## src/rv_pkg.sv

```systemverilog
`default_nettype none

package rv_pkg;

    typedef logic [31:0] xlen_t;
    typedef logic [31:0] inst_t;
    typedef logic [4:0]  reg_idx_t;
    typedef logic [7:0]  byte_t;
    typedef logic [3:0]  byte_en_t;
    typedef logic [3:0]  alu_op_t;
    typedef logic [3:0]  inst_class_t;

    //////////////////////////////////////////////////////////////////////
    // opcodes
    localparam logic [6:0] OP_LUI    = 7'b0110111;
    localparam logic [6:0] OP_AUIPC  = 7'b0010111;
    localparam logic [6:0] OP_JAL    = 7'b1101111;
    localparam logic [6:0] OP_JALR   = 7'b1100111;
    localparam logic [6:0] OP_BRANCH = 7'b1100011;
    localparam logic [6:0] OP_LOAD   = 7'b0000011;
    localparam logic [6:0] OP_STORE  = 7'b0100011;
    localparam logic [6:0] OP_IMM    = 7'b0010011;
    localparam logic [6:0] OP_REG    = 7'b0110011;

    localparam logic [6:0] F7_ALT = 7'b0100000;  // sub, sra, srai

    //////////////////////////////////////////////////////////////////////
    // alu operations
    localparam alu_op_t ALU_ADD  = 4'd0;
    localparam alu_op_t ALU_SUB  = 4'd1;
    localparam alu_op_t ALU_AND  = 4'd2;
    localparam alu_op_t ALU_OR   = 4'd3;
    localparam alu_op_t ALU_XOR  = 4'd4;
    localparam alu_op_t ALU_SLL  = 4'd5;
    localparam alu_op_t ALU_SRL  = 4'd6;
    localparam alu_op_t ALU_SRA  = 4'd7;
    localparam alu_op_t ALU_SLT  = 4'd8;
    localparam alu_op_t ALU_SLTU = 4'd9;

    //////////////////////////////////////////////////////////////////////
    // instruction classes
    localparam inst_class_t CLS_NOP    = 4'd0;
    localparam inst_class_t CLS_ALU    = 4'd1;
    localparam inst_class_t CLS_LOAD   = 4'd2;
    localparam inst_class_t CLS_STORE  = 4'd3;
    localparam inst_class_t CLS_BRANCH = 4'd4;
    localparam inst_class_t CLS_JAL    = 4'd5;
    localparam inst_class_t CLS_JALR   = 4'd6;
    localparam inst_class_t CLS_LUI    = 4'd7;
    localparam inst_class_t CLS_AUIPC  = 4'd8;

    localparam logic [31:0] UART_TX_ADDR_DEFAULT = 32'h0002_0020;

endpackage

`default_nettype wire
```

## src/rv_regfile.sv

```systemverilog
`timescale 1ns/100ps
`default_nettype none

module rv_regfile (
    input  wire               clk,
    input  wire               reset,
    input  rv_pkg::reg_idx_t  i_rs1,
    input  rv_pkg::reg_idx_t  i_rs2,
    input  wire               i_we,
    input  rv_pkg::reg_idx_t  i_rd,
    input  rv_pkg::xlen_t     i_wdata,
    output rv_pkg::xlen_t     o_rs1_data,
    output rv_pkg::xlen_t     o_rs2_data
);

    rv_pkg::xlen_t regs [1:31];  // x0 has no storage

    always_ff @(posedge clk) begin
        if (reset) begin
            for (int i = 1; i < 32; i++) begin
                regs[i] <= '0;
            end
        end else if (i_we && i_rd != 5'd0) begin
            regs[i_rd] <= i_wdata;
        end
    end

    assign o_rs1_data = (i_rs1 == 5'd0) ? '0 : regs[i_rs1];
    assign o_rs2_data = (i_rs2 == 5'd0) ? '0 : regs[i_rs2];

endmodule

`default_nettype wire

```

## config.mk

```make
export PLATFORM = sky130hd
export DESIGN_NAME = rv_regfile
export DESIGN_NICKNAME = d
export VERILOG_FILES = /design/src/rv_pkg.sv /design/src/rv_regfile.sv
export SDC_FILE = /design/constraint.sdc
export NUM_CORES = 2
export LEC_CHECK = 0
export ABC_CLOCK_PERIOD_IN_PS = 2600
export BUFFER_PORTS_ARGS = -buffer_cell sky130_fd_sc_hd__buf_2
export CELL_PAD_IN_SITES_DETAIL_PLACEMENT = 0
export CELL_PAD_IN_SITES_GLOBAL_PLACEMENT = 2
export CORE_MARGIN = 1
export CORE_UTILIZATION = 47
export DETAILED_ROUTE_END_ITERATION = 6
export GPL_ROUTABILITY_DRIVEN = 0
export PLACE_DENSITY = 0.88
export SLEW_MARGIN = 10
export SYNTH_ARGS = -nofsm -noshare
export SYNTH_HDL_FRONTEND = slang
export SYNTH_SLANG_ARGS = --single-unit
```

## constraint.sdc

```tcl
create_clock -name clk -period 2.6 [get_ports clk]
set_input_delay 0.26 -clock clk [delete_from_list [all_inputs] [get_ports clk]]
set_output_delay 0.26 -clock clk [all_outputs]
set_load 0.01 [all_outputs]
```

## Word-level counts from Yosys, hierarchy flattened

Memories as Yosys holds them, arrays and structs flattened.
Index checks and enable logic that the tools add are counted.

| storage, ports and cells | value |
|---|---|
| register bits | 0 |
| output and inout bits | 64 |
| memories kept | 1 |
| bits in writable memories | 992 |
| word-level logic and storage cells | 16 |
| input port bits | 50 |

| cells by class | value |
|---|---|
| reduce and logical (&&, ||, !) cells | 5 |
| mux-type cells | 10 |

Memory list:

| name | words | width | rd ports | clocked after Yosys merged registers in | wr ports | line | source |
|---|---|---|---|---|---|---|---|
| regs | 31 | 32 | 2 | 0 | 31 | rv_regfile.sv:16 | `rv_pkg::xlen_t regs [1:31];` |

Operator list:

| kind | count |
|---|---|
| two-way mux 32 bit | 3 |
| OR reduction 32 bit | 1 |
| logical NOT 5 bit | 2 |
| two-way mux 1 bit | 6 |
| two-way mux 5 bit | 1 |
| nonzero test 5 bit | 1 |
| logical AND 1 bit | 1 |

## Depth between registers and ports, before layout

| logic depth | value |
|---|---|
| word-level depth | 7 |
| depth in mapped cells | 9 |
| gate-level depth less buffers | 4 |

## Worst setup path after synthesis

Ideal clock, no wire load.

| timing path | value |
|---|---|
| path kind | in2out |
| from | in i_rs2[2] |
| to | out o_rs2_data[5] |
| slack | 0.399 ns |
| arrival | 1.941 ns |
| stages on the path | 7 |
| required time | 2.340 ns |
| path through | buf_2 > buf_2 > buf_1 > mux4_2 > a22o_1 > a2111oi_0 > nor3_1 |

| between the ends | value |
|---|---|
| longest elaborated chain between the ends | 2 |
| elaborated cells on any way between the ends | 3 |

Ends and longest elaborated chain:

| what | line | source |
|---|---|---|
| from (decl) | rv_regfile.sv:8 | `input rv_pkg::reg_idx_t i_rs2,` |
| memory (31 x 32 bit) or logical NOT 5 bit (tied branches) | n/a |  |
| two-way mux 32 bit * | rv_regfile.sv:29 | `assign o_rs2_data = (i_rs2 == 5'd0) ? '0 : regs[i_rs2];` |
| to (decl) | rv_regfile.sv:13 | `output rv_pkg::xlen_t o_rs2_data` |

Mark *: on every way between the ends. The rest lies on a longest branch, timed or not.

==> reports/metrics.cfg <==
[timing]
fin_crit_ns=2.79
slew-limit-headroom=0.200
rsz0062_at_grt=yes
clock.fmax_ghz=0.358
finalCritPeriodShare=1.07
finalHoldViolations=0
fin_ws_ns=-0.193
tightest_slew_ns=1.20
setup_viol=41
finalSetupTns_ns=-3.87
drv_slew=0

[finish]
nets=4084
top_regs=regs (1024)
final_cell_mix=edfxtp_1, and2_1, mux4_2
stdcell_area_um2=65800
final_common_cell=edfxtp_1
area_growth_pct=20.4
top_register=regs
drive_above_1_share=0.338
largest_reg_flops=1024

[synth]
yosysSeqAreaShare=0.563
synthSimpleGateAreaFrac=0.137
syn_inst=3765
synthTopCellsByArea=edfxtp_1, mux4_2, and2_1
synth_top_family_by_area=multiplexers
yosys.area.top_type=edfxtp_1
ys_ff_latch=1024
yosys_warnings=0
synthFlopType=edfxtp_1
syn_area_um2=54600
synth-edff-count=1024
synth_cell_types=44
muxShareOfSynthArea=0.213
yosysTopAreaCellShare=0.563
syn_avg_cell_area_um2=14.5
synthArstFlopShare=0
synth_compound_area_frac=0.0539
synth-xor-area-share=0
synthAdderAreaFrac=0

[placement]
dp_slack_ns=-0.464
port_buffers=113
dp_hpwl_mm=118
placed_area_um2=60000

[hold_path]
worstHoldPathType=in2reg
hp-start=i_wdata[19]

[drt]
drt_wl_total_mm=183
first_pass_iters=7
met2WireLength_mm=83.6
detail-route-antenna-nets=0
drc=0
via_count=36356
met1_length_mm=70.0
top_layer_used=met5
route.met3.wl_mm=20.1
drt_first_iter_violations=4725
via_per_inst=6.44
wire_per_inst_um=32.4

[power_and_ir_drop]
pwr-share-comb=0.143
ir_worst_vdd_mv=0.593
power.share.sequential=0.476
clockPowerShare=0.380
pwr_density_cell_nw_per_um2=625
power.leakage_nw=23.6
power_switching_mw=10.5
p_int_mw=30.6
p_sw_frac=0.256

[setup_path]
crit_path_top_delay_cell=mux4_2
cp-end-kind=output pin
critPathBufInv=2
max_stage_delay_ns=0.50
startpoint_type=flip-flop
cp.required_ns=2.34
cp_max_fo=2
path_delay_family=multiplexers
crit_start=regs[30][13]$_SDFFCE_PN0P_
criticalPathCategory=reg2out
crit_chain=mux4_2 > a22o_1 > a2111oi_2 > buf_4 > nor3_4 > buf_2
crit_arrival_ns=2.53

[grt]
grt_pass1_wl_mm=260
grt_pass1_vias=36306
grt_max_degree=44
grt_usage=0.309
antenna_found_initial=17
overflow=0

[flow_run]
maxCapViolCount=0

[clocking]
cts_buffers=108
cts_sinks=1024
cts-root-buf=clkbuf_16
clockBufferDepth=3
ctsHoldBuffers=0
ctsHtreeMaxLevel=3
cts_tree=done
path_clk_slew_ns=0.06

[die]
dieArea_um2=118000
start_util=0.476
pin_count=114
die_h_um=343
die_x_um=343
core_area_um2=115000
placementRows=124

[run_status]
violations=setup timing
status=complete, but fails checks

-- cell families (layout without fill, tap and decap cells) --
group | count (synthesis) | in the layout
AO/OA/AOI/OAI | 407 | 407
buffers and inverters | 408 | 737
AND/OR/NAND/NOR | 1213 | 1213
flip-flops | 1024 | 1024
multiplexers | 712 | 712
other | 1 | 38
-- worst paths after layout --
kind | to | slack [ns] | cells after the start
max | o_rs2_data[13] | -0.19 | 6
min | regs[0][19]$_DFFE_PP_ | 0.08 | 1
-- layer usage --
layer  vias up  track usage
li1      14998            -
met1     18541        0.422
met2      2374        0.474
met3       425       0.0656
met4        18        0.150
met5         -            0
-- cell usage after synthesis, types with 2 or more instances --
| cell type | instances |
|---|---|
| mux2_2 | 34 |
| a21oi_1 | 56 |
| o21ai_0 | 26 |
| clkbuf_1 | 302 |
| buf_4 | 21 |
| nand3b_1 | 5 |
| a211oi_1 | 47 |
| a22oi_1 | 104 |
| nor3_1 | 26 |
| and2_1 | 995 |
| or2_2 | 32 |
| nand2_1 | 6 |
| o21ai_1 | 10 |
| edfxtp_1 | 1024 |
| o22ai_1 | 51 |
| or3_1 | 2 |
| and3_1 | 3 |
| nor2_1 | 37 |
| or3b_2 | 3 |
| mux4_2 | 356 |
| buf_2 | 56 |
| a2111oi_0 | 23 |
| buf_6 | 19 |
| nand3_1 | 4 |
| nand2b_1 | 3 |
| nor2b_1 | 56 |
| a22o_1 | 51 |
| a221oi_1 | 4 |
| buf_1 | 8 |
| a2111oi_1 | 32 |
| nor4_1 | 33 |
| nor4b_1 | 2 |
| mux2i_1 | 322 |
| a221o_1 | 2 |
-- repair_timing --
item | in CTS | in global routing
endpoints found under the setup margin | 59 | 62
gates cloned | 0 | 1
resized for setup | 331 | 67
pin swaps | 111 | 43
buffers inserted | 19 | 7
-- area by class of cell --
| class | instances | area, um^2 |
|---|---|---|
| diodes | 6 | 15.0 |
| inverters | 1 | 3.75 |
| flip-flops and latches | 1024 | 30700 |
| repair buffers | 535 | 5000 |
| well taps | 1512 | 1890 |
| multi-input cells | 2364 | 24600 |
| clock inverters | 76 | 706 |
| fillers | 8919 | 49000 |
| clock buffers | 125 | 2810 |
-- through the flow --
step / power [mW] / hold slack, ns / instances / util
after floorplan: 22.6 / 0.359 / 3796 / -
after global placement: 25.0 / 0.791 / 5434 / 0.522
after detailed placement: 25.1 / 0.795 / 5434 / 0.522
after CTS: 41.0 / 0.0488 / 5631 / 0.569
after global routing: 42.1 / 0.0781 / 5637 / 0.573
final: 41.1 / 0.0812 / 5643 / 0.573
-- power groups by stage --
| stage | combinational, mW | sequential [mW] | clock, mW |
|---|---|---|---|
| after floorplan | 2.93 | 19.7 | 0 |
| after global placement | 5.14 | 19.8 | 0 |
| after detailed placement | 5.18 | 19.9 | 0 |
| after CTS | 5.72 | 19.6 | 15.8 |
| after global routing | 6.10 | 19.7 | 16.3 |
| final | 5.90 | 19.6 | 15.6 |
Power figures use the tool's default switching activity.
