<file path="config.mk">
export PLATFORM = sky130hd
export DESIGN_NAME = rv_decode
export DESIGN_NICKNAME = d
export VERILOG_FILES = /design/src/rv_pkg.sv /design/src/rv_decode.sv
export SDC_FILE = /design/constraint.sdc
export NUM_CORES = 1
export LEC_CHECK = 0
export BUFFER_PORTS_ARGS = -buffer_cell sky130_fd_sc_hd__clkbuf_2
export CORE_MARGIN = 8
export CORE_UTILIZATION = 40
export DETAILED_ROUTE_END_ITERATION = 6
export PLACE_DENSITY = 0.91
export SETUP_SLACK_MARGIN = 0.3
export SLEW_MARGIN = 20
export SYNTH_ARGS = -nofsm -noshare
export SYNTH_HDL_FRONTEND = slang
export SYNTH_SLANG_ARGS = --single-unit
</file>
<file path="constraint.sdc">
create_clock -name vclk -period 4.1
set_clock_uncertainty 0.2 [all_clocks]
set_input_delay 0.615 -clock vclk [all_inputs]
set_output_delay 0.615 -clock vclk [all_outputs]
set_load 0.01 [all_outputs]
</file>
<file path="src/rv_pkg.sv">
`default_nettype none

package rv_pkg;

    typedef logic [31:0] xlen_t;
    typedef logic [31:0] inst_t;
    typedef logic [4:0]  reg_idx_t;
    typedef logic [7:0]  byte_t;
    typedef logic [3:0]  byte_en_t;
    typedef logic [3:0]  alu_op_t;
    typedef logic [3:0]  inst_class_t;

    //////////////////////////////////////////////////////////////////////
    // opcodes
    localparam logic [6:0] OP_LUI    = 7'b0110111;
    localparam logic [6:0] OP_AUIPC  = 7'b0010111;
    localparam logic [6:0] OP_JAL    = 7'b1101111;
    localparam logic [6:0] OP_JALR   = 7'b1100111;
    localparam logic [6:0] OP_BRANCH = 7'b1100011;
    localparam logic [6:0] OP_LOAD   = 7'b0000011;
    localparam logic [6:0] OP_STORE  = 7'b0100011;
    localparam logic [6:0] OP_IMM    = 7'b0010011;
    localparam logic [6:0] OP_REG    = 7'b0110011;

    localparam logic [6:0] F7_ALT = 7'b0100000;  // sub, sra, srai

    //////////////////////////////////////////////////////////////////////
    // alu operations
    localparam alu_op_t ALU_ADD  = 4'd0;
    localparam alu_op_t ALU_SUB  = 4'd1;
    localparam alu_op_t ALU_AND  = 4'd2;
    localparam alu_op_t ALU_OR   = 4'd3;
    localparam alu_op_t ALU_XOR  = 4'd4;
    localparam alu_op_t ALU_SLL  = 4'd5;
    localparam alu_op_t ALU_SRL  = 4'd6;
    localparam alu_op_t ALU_SRA  = 4'd7;
    localparam alu_op_t ALU_SLT  = 4'd8;
    localparam alu_op_t ALU_SLTU = 4'd9;

    //////////////////////////////////////////////////////////////////////
    // instruction classes
    localparam inst_class_t CLS_NOP    = 4'd0;
    localparam inst_class_t CLS_ALU    = 4'd1;
    localparam inst_class_t CLS_LOAD   = 4'd2;
    localparam inst_class_t CLS_STORE  = 4'd3;
    localparam inst_class_t CLS_BRANCH = 4'd4;
    localparam inst_class_t CLS_JAL    = 4'd5;
    localparam inst_class_t CLS_JALR   = 4'd6;
    localparam inst_class_t CLS_LUI    = 4'd7;
    localparam inst_class_t CLS_AUIPC  = 4'd8;

    localparam logic [31:0] UART_TX_ADDR_DEFAULT = 32'h0002_0020;

endpackage

`default_nettype wire
</file>
<file path="src/rv_decode.sv">
`timescale 1ns/100ps
`default_nettype none

module rv_decode (
    input  rv_pkg::inst_t       i_inst,
    output rv_pkg::reg_idx_t    o_rs1,
    output rv_pkg::reg_idx_t    o_rs2,
    output rv_pkg::reg_idx_t    o_rd,
    output rv_pkg::xlen_t       o_imm,
    output rv_pkg::inst_class_t o_class,
    output rv_pkg::alu_op_t     o_alu_op,
    output logic [2:0]          o_funct3,
    output logic                o_use_imm
);

    logic [6:0] opcode;
    logic [6:0] funct7;
    logic [2:0] funct3;
    logic       alt;     // funct7 selects sub or sra
    logic       is_reg;
    logic       alu_ok;  // funct7 legal for this funct3

    rv_pkg::xlen_t imm_i;
    rv_pkg::xlen_t imm_s;
    rv_pkg::xlen_t imm_b;
    rv_pkg::xlen_t imm_u;
    rv_pkg::xlen_t imm_j;

    assign opcode = i_inst[6:0];
    assign funct3 = i_inst[14:12];
    assign funct7 = i_inst[31:25];
    assign alt    = (funct7 == rv_pkg::F7_ALT);
    assign is_reg = (opcode == rv_pkg::OP_REG);

    assign o_rd     = i_inst[11:7];
    assign o_rs1    = i_inst[19:15];
    assign o_rs2    = i_inst[24:20];
    assign o_funct3 = funct3;

    // immediate formats
    assign imm_i = {{20{i_inst[31]}}, i_inst[31:20]};
    assign imm_s = {{20{i_inst[31]}}, i_inst[31:25], i_inst[11:7]};
    assign imm_b = {{20{i_inst[31]}}, i_inst[7], i_inst[30:25], i_inst[11:8], 1'b0};
    assign imm_u = {i_inst[31:12], 12'h000};
    assign imm_j = {{12{i_inst[31]}}, i_inst[19:12], i_inst[20], i_inst[30:21], 1'b0};

    //////////////////////////////////////////////////////////////////////
    // alu operation, shared by register and immediate forms
    always_comb begin
        case (funct3)
            3'b000:  o_alu_op = (is_reg && alt) ? rv_pkg::ALU_SUB : rv_pkg::ALU_ADD;
            3'b001:  o_alu_op = rv_pkg::ALU_SLL;
            3'b010:  o_alu_op = rv_pkg::ALU_SLT;
            3'b011:  o_alu_op = rv_pkg::ALU_SLTU;
            3'b100:  o_alu_op = rv_pkg::ALU_XOR;
            3'b101:  o_alu_op = alt ? rv_pkg::ALU_SRA : rv_pkg::ALU_SRL;
            3'b110:  o_alu_op = rv_pkg::ALU_OR;
            default: o_alu_op = rv_pkg::ALU_AND;
        endcase
        // immediate forms only check funct7 on shifts
        alu_ok = 1'b1;
        if (is_reg || funct3 == 3'b001 || funct3 == 3'b101) begin
            alu_ok = (funct7 == 7'd0) || (alt && (funct3 == 3'b000 || funct3 == 3'b101));
        end
    end

    //////////////////////////////////////////////////////////////////////
    // class and immediate select
    always_comb begin
        o_class   = rv_pkg::CLS_NOP;  // anything unrecognised
        o_imm     = imm_i;
        o_use_imm = 1'b0;
        case (opcode)
            rv_pkg::OP_LUI: begin
                o_class = rv_pkg::CLS_LUI;
                o_imm   = imm_u;
            end
            rv_pkg::OP_AUIPC: begin
                o_class = rv_pkg::CLS_AUIPC;
                o_imm   = imm_u;
            end
            rv_pkg::OP_JAL: begin
                o_class = rv_pkg::CLS_JAL;
                o_imm   = imm_j;
            end
            rv_pkg::OP_JALR: begin
                if (funct3 == 3'b000) o_class = rv_pkg::CLS_JALR;
            end
            rv_pkg::OP_BRANCH: begin
                o_imm = imm_b;
                if (funct3[2:1] != 2'b01) o_class = rv_pkg::CLS_BRANCH;
            end
            rv_pkg::OP_LOAD: begin
                if (funct3 != 3'b011 && funct3[2:1] != 2'b11) o_class = rv_pkg::CLS_LOAD;
            end
            rv_pkg::OP_STORE: begin
                o_imm = imm_s;
                if (funct3 <= 3'b010) o_class = rv_pkg::CLS_STORE;
            end
            rv_pkg::OP_IMM: begin
                o_use_imm = 1'b1;
                if (alu_ok) o_class = rv_pkg::CLS_ALU;
            end
            rv_pkg::OP_REG: begin
                if (alu_ok) o_class = rv_pkg::CLS_ALU;
            end
            default: ;
        endcase
    end

endmodule

`default_nettype wire

</file>
; Yosys cells after proc, flatten, opt, wreduce, memory -nomap -nowiden
; Index checks and enable logic that the tools add are counted.
[classes]
magnitude_cmp = 1
eq_ne = 19
mux = 12
reduce_logical = 11
[op_table]
columns = op, count
row1 = 31-bit case mux with 4 select lines, 1
row2 = 4-bit case mux with 8 select lines, 1
row3 = 7-bit by 6-bit == test with 1-bit output (second input constant), 4
row4 = 4-bit case mux with 7 select lines, 1
row5 = 7-bit == test (second input constant), 3
row6 = 7-bit by 5-bit == test with 1-bit output (second input constant), 2
row7 = 3-bit == test (second input constant), 3
row8 = 7-bit by 2-bit == test with 1-bit output (second input constant), 1
row9 = 7-bit logical NOT, 1
row10 = 3-bit by 2-bit == test with 1-bit output (second input constant), 2
row11 = 3-bit two-way mux, 2
row12 = 1-bit two-way mux, 5
row13 = 1-bit logical OR, 4
row14 = 2-bit two-way mux, 2
row15 = 2-bit OR reduction, 2
row16 = 3-bit by 1-bit == test with 1-bit output (second input constant), 1
row17 = 3-bit by 2-bit <= comparator with 1-bit output (second input constant), 1
row18 = 1-bit logical AND, 3
row19 = 3-bit logical NOT, 1
row20 = 3-bit by 2-bit inequality test with 1-bit output (second input constant), 1
row21 = 2-bit by 1-bit inequality test with 1-bit output (second input constant), 1
row22 = 2-bit inequality test (second input constant), 1
[totals]
reg_bits = 0
in_bits = 32
output_inout_bits = 59
word_cells = 43

; Longest topological paths before layout
[depth]
ltp_word = 7
mapped_depth = 6
depth_no_buf = 4

; Least setup slack after synthesis
; No wires, ideal clock.
[synth_timing]
path_kind = input to output
from = in i_inst[5]
to = out o_imm[11]
arrival_time_ps = 1687
required_time_ps = 3285
slack_ps = 1598
path_stages = 5
path_buffers = 1
path_cell_list = clkbuf_8 nand2b_1 nor4_4 mux2_2 o21ai_1
[synth_between]
elab_chain_len = 3
word_cells_on_any_way = 7
cone_classes = eq/ne (5) / mux (1) / reduce/logical (1)
[synth_rtl]
columns = item, line
row1 = from (decl), rv_decode.sv:5  ; input rv_pkg::inst_t i_inst,
row2 = 7-bit by 5-bit == test with 1-bit output / 7-bit by 6-bit == test with 1-bit output (equally long branches), rv_decode.sv:73  ; case (opcode)
row3 = 2-bit OR reduction (no line), --
row4 = 31-bit case mux with 4 select lines (*), rv_decode.sv:73
row5 = to (decl), rv_decode.sv:9  ; output rv_pkg::xlen_t o_imm,
; Every way passes the cells marked *; elsewhere a longest branch is shown, timed or not.

; Worst setup path after layout
[layout_timing]
from = in i_inst[3]
to = out o_imm[18]
; Same word-level chain as after synthesis.

==> flow_summary.json <==
{
  "grt.total_usage_pct": 13.6,
  "ys_top_cells_by_count": "buf_4, nand2_1, a21o_1",
  "dieArea_um2": 3880,
  "leakage_nw": 0.669,
  "maxSlewViolCount": 0,
  "finalHoldViolations": 0,
  "slew_headroom_pct": 51.8,
  "place_congestion": 0.881,
  "peakVddDrop_v": 0.0000792,
  "end_kind": "primary output",
  "finalSetupViolCount": 0,
  "place_inst": 213,
  "timing.final.crit_share_pct": 71.8,
  "drcViolationCount": 0,
  "totalWireLength_um": 2940,
  "num_vias": 1092,
  "synth_area_um2": 857,
  "viasPerCell": 5.13,
  "rsz0062_at_grt": "false",
  "fmax_mhz": 340,
  "synthCells": 122,
  "slowest_delay_ns": 0.61,
  "cpMaxStageDelayCell": "o22ai_1",
  "yosysTopAreaCell": "buf_4",
  "synthTopCellsByArea": "buf_4, a21o_1, nand2_1, nor4_4, nor2b_1",
  "layoutNonFillerInstCount": 213,
  "grt-ovfl-total": 0,
  "area_delta_synth_final_pct": 31.8,
  "ctsHoldBuffers": 0,
  "die_h_um": 62.3,
  "hp-start": "i_inst[15]",
  "drtIter0Drc": 17,
  "startpoint": "i_inst[3]",
  "nClkBuffers": 0,
  "seqCellArea_um2": 0,
  "path_common_cell": "clkbuf_2",
  "nFillCells": 211,
  "ant_nets": 0,
  "hp-class": "input port to primary output",
  "worstPathArrival_ns": 2.13,
  "fin_nets": 220,
  "grt_max_degree": 16,
  "cap_violations": 0,
  "syn-num-nets": 154,
  "avgSynthCellArea_um2": 7.03,
  "rows": 16,
  "synth_top_area_share_pct": 16.6,
  "dr.pass1.iters": 4,
  "hold-worst-slack_ns": 1.23,
  "worstPathCellList": "clkbuf_2, nand4b_1, o22ai_1, or2_2, nand2_1, clkbuf_2",
  "layout-drive-gt1-share_pct": 54.8,
  "postCtsResizedCells": 0,
  "tns_ns": 0,
  "critPathLaunchType": "input port",
  "start_util_pct": 42.8,
  "n_sequential_cell": 0,
  "cp.required_ns": 3.28,
  "p_per_area_nw_per_um2": 99.4,
  "grt_pass1_wl_um": 4780,
  "yosys_warnings": 0,
  "core_area_um2": 2000,
  "die_w_um": 62.3,
  "critPathMaxFanout": 11,
  "dp_hpwl_um": 2590,
  "grt_pass1_vias": 1104,
  "tightest_slew_ns": 0.722,
  "io_buffers": 91,
  "multi_input_area_um2": 626,
  "post_cts_buffers": 0,
  "ys_types": 39,
  "finalCriticalPeriod_ns": 2.94,
  "antenna_found_initial": 0,
  "routedWlPerCell_um": 13.8,
  "n_antenna_cell": 0,
  "ys_seq_area_share_pct": 0,
  "status": "complete, no violations",
  "ioPinCount": 91,
  "crit_type": "input port to primary output"
}
[path summary, 6_finish.rpt]
kind,end,cells past startpoint
max,o_imm[18],6
min,o_rs1[0],2
[kinds of logic after synthesis]
kind of cell | synth area share (%)
mux | 2.48
compound gates | 29.8
simple gates | 40.7
buf+inv | 27.0
[placed cells by master, fill, tap and decap left out, types with 3 or more instances in the layout]
master,count
a22o_1,4
a21o_1,10
nor2_1,9
nand2b_1,4
nand3b_1,3
nor2b_1,6
nor3_1,4
clkbuf_2,91
nand2_1,19
[cell type report]
type,instances,area share (%)
inverter,2,0.664
multi-input combinational,92,55.4
tap,27,2.99
timing repair buffer,92,41.0
[routing by layer]
metal / GRT usage (%) / vias to the layer above / wire length (µm)
li1: - / 548 / -
met1: 15.0 / 474 / 1190
met2: 22.9 / 68 / 1310
met3: 7.71 / 2 / 427
met4: 0.855 / 0 / 14
met5: 0 / - / 0
[stage by stage]
| stage | setup slack (ns) | power [mW] | utilization (%) | cell area (µm²) |
|---|---|---|---|---|
| after CTS | 1.15 | 0.114 | 56.4 | 1130 |
| after global routing | 0.957 | 0.124 | 56.4 | 1130 |
| final | 1.16 | 0.112 | 56.4 | 1130 |
| after global placement | 1.17 | 0.112 | 56.4 | 1130 |
| after floorplan | 1.60 | 0.0716 | - | 857 |
| after detailed placement | 1.16 | 0.114 | 56.4 | 1130 |
[worst max-delay path: cells and delay by family]
kind / cells / cell delay (ns)
AOI/OAI and AO/OA: 1 / 0.61
buffers and inverters: 2 / 0.26
and+or+nand+nor: 3 / 0.64
[power by group]
group	internal, mW	total [mW]	switching, mW
sequential	0	0	0
combinational	0.0481	0.112	0.0641
clock	0	0	0
total	0.0481	0.112	0.0641
Power figures use the tool's default switching activity.
