File: config.mk
export PLATFORM = sky130hd
export DESIGN_NAME = rv_result
export DESIGN_NICKNAME = d
export VERILOG_FILES = /design/src/rv_pkg.sv /design/src/rv_result.sv
export SDC_FILE = /design/constraint.sdc
export NUM_CORES = 1
export LEC_CHECK = 0
export BUFFER_PORTS_ARGS = -buffer_cell sky130_fd_sc_hd__buf_2
export CAP_MARGIN = 20
export CORE_AREA = 2 2 90 92
export DETAILED_ROUTE_END_ITERATION = 16
export DIE_AREA = 0 0 92 94
export PLACE_DENSITY_LB_ADDON = 0.15
export SLEW_MARGIN = 5
export SYNTH_ARGS = -nofsm -noshare
export SYNTH_HDL_FRONTEND = slang
export SYNTH_SLANG_ARGS = --single-unit
File: constraint.sdc
create_clock -name vclk -period 2.45
set_input_delay 0.3675 -clock vclk [all_inputs]
set_output_delay 0.3675 -clock vclk [all_outputs]
set_load 0.02 [all_outputs]
File: src/rv_pkg.sv
`default_nettype none

package rv_pkg;

    typedef logic [31:0] xlen_t;
    typedef logic [31:0] inst_t;
    typedef logic [4:0]  reg_idx_t;
    typedef logic [7:0]  byte_t;
    typedef logic [3:0]  byte_en_t;
    typedef logic [3:0]  alu_op_t;
    typedef logic [3:0]  inst_class_t;

    //////////////////////////////////////////////////////////////////////
    // opcodes
    localparam logic [6:0] OP_LUI    = 7'b0110111;
    localparam logic [6:0] OP_AUIPC  = 7'b0010111;
    localparam logic [6:0] OP_JAL    = 7'b1101111;
    localparam logic [6:0] OP_JALR   = 7'b1100111;
    localparam logic [6:0] OP_BRANCH = 7'b1100011;
    localparam logic [6:0] OP_LOAD   = 7'b0000011;
    localparam logic [6:0] OP_STORE  = 7'b0100011;
    localparam logic [6:0] OP_IMM    = 7'b0010011;
    localparam logic [6:0] OP_REG    = 7'b0110011;

    localparam logic [6:0] F7_ALT = 7'b0100000;  // sub, sra, srai

    //////////////////////////////////////////////////////////////////////
    // alu operations
    localparam alu_op_t ALU_ADD  = 4'd0;
    localparam alu_op_t ALU_SUB  = 4'd1;
    localparam alu_op_t ALU_AND  = 4'd2;
    localparam alu_op_t ALU_OR   = 4'd3;
    localparam alu_op_t ALU_XOR  = 4'd4;
    localparam alu_op_t ALU_SLL  = 4'd5;
    localparam alu_op_t ALU_SRL  = 4'd6;
    localparam alu_op_t ALU_SRA  = 4'd7;
    localparam alu_op_t ALU_SLT  = 4'd8;
    localparam alu_op_t ALU_SLTU = 4'd9;

    //////////////////////////////////////////////////////////////////////
    // instruction classes
    localparam inst_class_t CLS_NOP    = 4'd0;
    localparam inst_class_t CLS_ALU    = 4'd1;
    localparam inst_class_t CLS_LOAD   = 4'd2;
    localparam inst_class_t CLS_STORE  = 4'd3;
    localparam inst_class_t CLS_BRANCH = 4'd4;
    localparam inst_class_t CLS_JAL    = 4'd5;
    localparam inst_class_t CLS_JALR   = 4'd6;
    localparam inst_class_t CLS_LUI    = 4'd7;
    localparam inst_class_t CLS_AUIPC  = 4'd8;

    localparam logic [31:0] UART_TX_ADDR_DEFAULT = 32'h0002_0020;

endpackage

`default_nettype wire
File: src/rv_result.sv
`timescale 1ns/100ps
`default_nettype none

module rv_result #(
    parameter int          MEM_ADDR_W   = 12,
    parameter logic [31:0] UART_TX_ADDR = rv_pkg::UART_TX_ADDR_DEFAULT
) (
    input  rv_pkg::inst_class_t   i_class,
    input  wire [2:0]             i_funct3,
    input  rv_pkg::reg_idx_t      i_rd,
    input  rv_pkg::xlen_t         i_addr,
    input  rv_pkg::xlen_t         i_result,
    input  rv_pkg::xlen_t         i_rs2_data,
    input  rv_pkg::xlen_t         i_mem_rdata,
    output logic [MEM_ADDR_W-1:0] o_mem_addr,
    output rv_pkg::byte_en_t      o_mem_be,
    output rv_pkg::xlen_t         o_mem_wdata,
    output logic                  o_reg_we,
    output rv_pkg::xlen_t         o_reg_wdata,
    output logic                  o_uart_req,
    output rv_pkg::byte_t         o_uart_byte
);

    logic             is_load;
    logic             is_store;
    logic             uart_hit;
    rv_pkg::xlen_t    lane;       // addressed bytes moved down to bit 0
    rv_pkg::xlen_t    load_data;
    rv_pkg::byte_en_t store_be;

    assign is_load    = (i_class == rv_pkg::CLS_LOAD);
    assign is_store   = (i_class == rv_pkg::CLS_STORE);
    assign uart_hit   = is_store && (i_addr == UART_TX_ADDR);
    assign o_mem_addr = i_addr[MEM_ADDR_W+1:2];

    //////////////////////////////////////////////////////////////////////
    // load extraction
    assign lane = i_mem_rdata >> {i_addr[1:0], 3'b000};

    always_comb begin
        case (i_funct3)
            3'b000:  load_data = {{24{lane[7]}}, lane[7:0]};    // lb
            3'b001:  load_data = {{16{lane[15]}}, lane[15:0]};  // lh
            3'b100:  load_data = {24'd0, lane[7:0]};            // lbu
            3'b101:  load_data = {16'd0, lane[15:0]};           // lhu
            default: load_data = i_mem_rdata;
        endcase
    end

    //////////////////////////////////////////////////////////////////////
    // store lanes, memory merges the enabled bytes
    always_comb begin
        case (i_funct3)
            3'b000: begin
                store_be    = 4'b0001 << i_addr[1:0];
                o_mem_wdata = {4{i_rs2_data[7:0]}};
            end
            3'b001: begin
                store_be    = 4'b0011 << {i_addr[1], 1'b0};
                o_mem_wdata = {2{i_rs2_data[15:0]}};
            end
            default: begin
                store_be    = 4'b1111;
                o_mem_wdata = i_rs2_data;
            end
        endcase
    end

    assign o_mem_be    = (is_store && !uart_hit) ? store_be : 4'b0000;
    assign o_uart_req  = uart_hit && (i_funct3 == 3'b000);  // sb only
    assign o_uart_byte = i_rs2_data[7:0];

    // write-back
    always_comb begin
        case (i_class)
            rv_pkg::CLS_ALU, rv_pkg::CLS_LOAD, rv_pkg::CLS_JAL,
            rv_pkg::CLS_JALR, rv_pkg::CLS_LUI, rv_pkg::CLS_AUIPC:
                o_reg_we = (i_rd != 5'd0);
            default:
                o_reg_we = 1'b0;
        endcase
    end

    assign o_reg_wdata = is_load ? load_data : i_result;

endmodule

`default_nettype wire

# [Yosys cells after proc, flatten, opt, wreduce, memory -nomap -nowiden]
# Index checks and enable logic that the tools add are counted.
[totals] ff_bits=0 latch_bits=0 ram_bits=0 rom_bits=0 inputBits=140 output_inout_bits=90 wordCells=27 memories=0
[classes] n_addsub=0 mul=0 n_div=0 order_cmp=0 eq_ne=11 shifts=3 mux=6 bitwise_logic=0 reduce_logical=7
[ops] op="$pmux 32 s4" count=1
[ops] op="$pmux 32 s2" count=1
[ops] op="$eq 32x18->1 const B" count=1
[ops] op="$mux 32" count=1
[ops] op="$shr 32x5->16" count=1
[ops] op="$eq 4x3->1 const B" count=3
[ops] op="$eq 4x2->1 const B" count=2
[ops] op="$pmux 4 s2" count=1
[ops] op="$eq 3x3->1 const B" count=2
[ops] op="$reduce_or 6->1" count=1
[ops] op="$reduce_bool 5->1" count=1
[ops] op="$eq 4x1->1 const B" count=1
[ops] op="$eq 4x4->1 const B" count=1
[ops] op="$mux 4" count=1
[ops] op="$shl 1x2->4 const A" count=1
[ops] op="$shl 2x2->4 const A" count=1
[ops] op="$eq 3x1->1 const B" count=1
[ops] op="$logic_and 1x1->1" count=3
[ops] op="$logic_not 3->1" count=1
[ops] op="$logic_not 1->1" count=1
[ops] op="$mux 1" count=1

# [Depth between registers and ports, before layout]
# Gate-level depths: netlist of run 1.
[depth] word_depth=5 depth_mapped=7 mapped_depth_nobuf=4

# [Least setup slack after synthesis of run 1]
# No wires, ideal clock.
[synth_timing] path_type="input to output" from="input i_funct3[1]" to="output o_reg_wdata[15]" t_arrival_ps=1880 required_time_ps=2082 setup_slack_ps=202 stages=4 path_buffers=1 path_cell_list="buf_2 -> nor3_2 -> a211oi_4 -> a211oi_1"
[synth_via] elab_chain_cells=3 word_cells_on_any_way=6
[synth_lines] element="from (decl)" line_no="rv_result.sv:9" text="input wire [2:0] i_funct3,"
[synth_lines] element="$eq 3x3->1 (tied with other cells)" line_no="rv_result.sv:41" text="case (i_funct3)"
[synth_lines] element="$pmux 32 s4 *" line_no="rv_result.sv:41"
[synth_lines] element="$mux 32 *" line_no="rv_result.sv:84" text="assign o_reg_wdata = is_load ? load_data : i_result;"
[synth_lines] element="to (decl)" line_no="rv_result.sv:19" text="output rv_pkg::xlen_t o_reg_wdata,"
# Mark *: on every way between the ends. The rest lies on a longest branch, timed or not.

# [Worst setup path in the final report of run 1]
[layout_timing] from="input i_addr[0]" to="output o_reg_wdata[8]"
[layout_via] elab_chain_cells=3
[layout_lines] element="from (decl)" line_no="rv_result.sv:11" text="input rv_pkg::xlen_t i_addr,"
[layout_lines] element="$shr 32x5->16" line_no="rv_result.sv:38" text="assign lane = i_mem_rdata >> {i_addr[1:0], 3'b000};"
[layout_lines] element="$pmux 32 s4" line_no="rv_result.sv:41"
[layout_lines] element="$mux 32" line_no="rv_result.sv:84"
# Every way passes these cells.

==> results.py, run 1 <==
metrics = {
    "sta": {
        "slew_viol_final": 0,
        "holdWs_ns": 0.968,
        "tns_ns": 0,
        "fmax_mhz": 428,
        "hold_viol": 0,
        "tightest_slew_ns": 0.427,
        "rsz0062_at_grt": "false",
        "timing.final.crit_share_pct": 95.4,
        "fin_crit_ns": 2.34,
        "setup_violations": 0,
        "relSlewSlack_pct": 71.5,
    },
    "placed_design": {
        "placedCellCount": 570,
        "port_buffers": 230,
        "gp_congestion": 0.778,
        "dp_hpwl_um": 6670,
    },
    "setup_path": {
        "critical_path_peak_fanout": 8,
        "worst_ep_arrival_time_ns": 1.97,
        "worstPathRequired_ns": 2.08,
        "criticalPathCategory": "in2out",
        "worstSetupStartpointType": "input port",
        "crit_path_end_kind": "output pin",
    },
    "global_routing": {
        "overflow": 0,
        "grt_antenna_before_repair": 0,
        "grt_max_degree": 35,
        "grt_first_pass_wirelength_um": 12000,
        "grt.total_usage_pct": 16.8,
        "grt_pass1_vias": 2363,
    },
    "route": {
        "ant_nets": 0,
        "drt-pass1-iter-count": 4,
        "wl_um": 7940,
        "drtIter0Drc": 90,
        "wl_per_cell_um": 13.9,
        "route.detailed.drc": 0,
        "routed_via_density": 4.65,
        "vias": 2649,
    },
    "floorplanning": {
        "floorplan.initialDensity_pct": 24.8,
        "die_w_um": 92,
        "io_pins": 230,
        "row_count": 32,
        "coreArea_um2": 7610,
        "die_height_um": 94,
        "dieArea_um2": 8650,
    },
    "synth": {
        "yosysSeqAreaShare_pct": 0,
        "syn_inst": 275,
        "yosysWarnings": 0,
        "syn-cell-area_um2": 1880,
        "syn_nets": 415,
        "syn_area_per_cell_um2": 6.85,
        "synth_cell_types": 35,
    },
    "clocking": {
        "cts_setup_buffers": 0,
        "ctsResizeCount": 0,
        "holdBufCountCts": 0,
    },
    "power_and_ir_drop": {
        "p_per_area_nw_per_um2": 201,
        "p_int_w": 0.000263,
        "netSwitchingFraction_pct": 55.9,
        "clkPwrFrac_pct": 0,
        "leakage_nw": 1.60,
        "p_seq_share_pct": 0,
        "pwr-share-comb_pct": 100.0,
        "ir_drop_mv": 0.0998,
        "p_total_w": 0.000596,
        "p_switching_w": 0.000333,
    },
    "final_layout": {
        "drive_gt1_share_pct": 61.5,
        "antenna_cells": 0,
        "register_area_um2": 0,
        "design.seq.count": 0,
        "nNetsFinal": 610,
        "nFillCells": 867,
        "nClkBuffers": 0,
        "postLayoutCoreUtil_pct": 39.0,
        "area_growth_pct": 57.5,
        "final_cells": 570,
    },
    "min_path": {
        "whs_path_depth": 2,
        "hold_class": "in2out",
    },
    "job": {
        "cap_viol_max_count": 0,
    },
    "run_status": {
        "status": "finished clean",
    },
}
[power groups by stage]
stage	clock, W	sequential [W]	combinational, W
floorplan	0	0	0.000367
global placement	0	0	0.000595
detailed placement	0	0	0.000599
CTS	0	0	0.000601
global route	0	0	0.000648
finish	0	0	0.000596
[through the flow]
| step | setup WS [ns] | cell area, um^2 |
|---|---|---|
| finish | 0.113 | 2970 |
| global route | 0.0189 | 2970 |
| CTS | 0.111 | 2970 |
| detailed placement | 0.116 | 2970 |
| global placement | 0.157 | 2970 |
| floorplan | 0.202 | 1880 |
[final cells by class]
cell class	count	area, um^2	share of cell area, %
inverter	2	7.51	0.253
multi-input combinational	220	1550	52.2
timing repair buffer	246	1280	43.3
tap	102	128	4.30
[critical path, cell delays in order]
cell,delay (ns)
buf_2,0.15
mux2_1,0.35
mux2_2,0.31
a211oi_4,0.44
a211oi_1,0.15
buf_2,0.19
[metal layers]
metal | vias to the layer above | wire length [um] | global-route usage, %
met5 | - | 0 | 0
met2 | 100 | 3800 | 28.8
li1 | 1372 | - | -
met1 | 1173 | 3600 | 23.8
met3 | 4 | 514 | 1.61
met4 | 0 | 31 | 0.746
[cells in the mapped netlist, drive strengths merged, types with 3 or more instances]
library cell,number,area share (%)
a2bb2oi,7,3.3
nor2,19,3.8
o21ai,12,3.2
nand3,33,12
a21oi,15,4.0
a22oi,7,2.8
nor4,6,2.0
mux2i,16,8.5
o2bb2ai,7,3.3
nand2,32,6.4
nor3b,9,3.6
clkbuf,17,3.4
nor2b,3,1.0
nor3,6,2.1
mux2,27,16
buf,36,14
a211oi,9,4.2
[logic make-up (layout without fill, tap and decap cells)]
logic type | after synthesis | in the layout | share of synthesized area [%]
AND/OR/NAND/NOR | 116 | 116 | 34.0
multiplexers | 44 | 44 | 25.8
buffers and inverters | 55 | 248 | 18.3
AO/OA/AOI/OAI | 60 | 60 | 21.9
[path summary, 6_finish.rpt]
kind              to  slack (ns)      start
min    o_mem_addr[2]        0.97  i_addr[4]
max   o_reg_wdata[8]        0.11  i_addr[0]
[layout by cell type, fill, tap and decap left out, types with 2 or more instances in the layout]
cell type / n
a21oi_1: 15
inv_1: 2
a22oi_1: 7
o21bai_1: 2
nand2_1: 32
o2bb2ai_1: 7
nor3_1: 4
nand3_1: 22
nor2_1: 18
mux2_2: 26
nand3_2: 10
nor4_1: 6
a211oi_1: 8
a2bb2oi_1: 7
mux2i_1: 16
nor2b_1: 3
nand2b_1: 2
nand4_1: 2
o21ai_0: 12
nor4b_1: 2
buf_2: 230
nor3b_1: 9
buf_4: 15
Power figures use the tool's default switching activity.
==> run 2, diff against run 1 <==
Settings changed: CORE_AREA 2 2 90 92 to 2 2 89 91, DIE_AREA 0 0 92 94 to 0 0 91 93.
==> run 2 against run 1 <==
First-iteration DRC count increased by 1.1%. Critical path depth is the same. Largest power group unchanged. Sequential share of layout area stayed put. Setup slack got worse by 0.0034 ns. Total power increased by 0.17%. Hold slack improved by 0.00061 ns. Global-route usage fell by 0.21 points. Clock-buffer cell count unchanged. Cell area stayed put. Sequential cell count unchanged. Highest routed layer is now met3. Die area fell by 2.1%. Largest cell class unchanged. Critical path type unchanged.
==> results.py, run 2 (synthesized netlist as in run 1, its figures left out) <==
metrics = {
    "floorplanning": {
        "io_pins": 230,
        "die_w_um": 91,
        "floorplan.initialDensity_pct": 25.0,
        "row_count": 32,
        "die_height_um": 93,
        "coreArea_um2": 7530,
        "dieArea_um2": 8460,
    },
    "sta": {
        "timing.final.crit_share_pct": 95.5,
        "tightest_slew_ns": 0.428,
        "fmax_mhz": 427,
        "holdWs_ns": 0.969,
        "slew_viol_final": 0,
        "rsz0062_at_grt": "false",
        "fin_ws_ns": 0.109,
        "relSlewSlack_pct": 71.4,
        "fin_crit_ns": 2.34,
        "setup_violations": 0,
        "tns_ns": 0,
        "hold_viol": 0,
    },
    "final_layout": {
        "nNetsFinal": 610,
        "antenna_cells": 0,
        "register_area_um2": 0,
        "layout_common_cells": "buf_2 (230), nand2_1 (32), mux2_2 (26), nand3_1 (22), nor2_1 (18)",
        "final_common_cell": "buf_2",
        "final_cells": 570,
        "area_growth_pct": 57.5,
        "drive_gt1_share_pct": 61.5,
        "design.seq.count": 0,
        "postLayoutCoreUtil_pct": 39.4,
        "nFillCells": 871,
        "nClkBuffers": 0,
    },
    "power_and_ir_drop": {
        "p_switching_w": 0.000335,
        "p_per_area_nw_per_um2": 201,
        "clkPwrFrac_pct": 0,
        "p_int_w": 0.000263,
        "pwr-share-comb_pct": 100.0,
        "ir_drop_mv": 0.106,
        "leakage_nw": 1.60,
        "p_seq_share_pct": 0,
        "netSwitchingFraction_pct": 56.0,
    },
    "setup_path": {
        "criticalPathCategory": "in2out",
        "worstPathRequired_ns": 2.08,
        "crit_path_end_kind": "output pin",
        "crit_slowest_cell": "a211oi_4",
        "crit_family": "multiplexers",
        "slowest_delay_ns": 0.44,
        "cp_num_buf_inv": 2,
        "critical_path.cell_chain": "buf_2 > mux2_2 > mux2_2 > a211oi_4 > a211oi_1 > buf_2",
        "worstSetupStartpointType": "input port",
        "worst_ep_arrival_time_ns": 1.97,
        "critical_path_peak_fanout": 8,
    },
    "global_routing": {
        "grt_pass1_vias": 2344,
        "grt.total_usage_pct": 16.5,
        "grt_first_pass_wirelength_um": 11800,
        "grt_max_degree": 41,
        "grt_antenna_before_repair": 0,
        "overflow": 0,
    },
    "run_status": {
        "status": "finished clean",
    },
    "placed_design": {
        "dpl_worst_slack_ns": 0.0999,
        "gp_congestion": 0.815,
        "placedCellCount": 570,
        "dp_hpwl_um": 6540,
        "port_buffers": 230,
    },
    "min_path": {
        "hold_class": "in2out",
    },
    "clocking": {
        "holdBufCountCts": 0,
        "cts_setup_buffers": 0,
        "ctsResizeCount": 0,
    },
    "route": {
        "ant_nets": 0,
        "routed_via_density": 4.61,
        "drtIter0Drc": 91,
        "vias": 2628,
        "wl_per_cell_um": 13.7,
        "route.detailed.drc": 0,
        "wl_um": 7820,
        "drt-pass1-iter-count": 4,
    },
    "job": {
        "cap_viol_max_count": 0,
    },
}
## run 2: cell counts in the layout (fill, tap and decap cells not counted)
No cell type changed its count.
## run 2: per-stage QoR
stage	power, W	instance area (um^2)
after floorplan	0.000367	1880
after global placement	0.000593	2970
after detailed placement	0.000599	2970
after CTS	0.000601	2970
after global routing	0.000647	2970
final	0.000597	2970
## run 2: final cells by class
| cell class | count | area, um^2 | share of cell area [%] |
|---|---|---|---|
| Inverter | 2 | 7.51 | 0.253 |
| Timing Repair Buffer | 246 | 1280 | 43.3 |
| Multi-Input combinational cell | 220 | 1550 | 52.2 |
| Tap cell | 102 | 128 | 4.30 |
## run 2: power by group through the flow
stage | registers, W | logic (W) | clock network [W]
final | 0 | 0.000597 | 0
after global routing | 0 | 0.000647 | 0
after CTS | 0 | 0.000601 | 0
after detailed placement | 0 | 0.000599 | 0
after global placement | 0 | 0.000593 | 0
after floorplan | 0 | 0.000367 | 0
## run 2: path summary, 6_finish.rpt
path,from,end,slack [ns],cells past startpoint
hold / removal,i_addr[3],o_mem_addr[1],0.97,2
setup / recovery,i_addr[0],o_reg_wdata[8],0.11,6
## run 2: layer usage
metal  vias up  part of all wire, %  track usage (%)
met4         0                    0                0
met2       107                   47             28.5
li1       1371                    -                -
met1      1150                   46             24.0
met5         -                    0                0
met3         0                  6.4             1.37
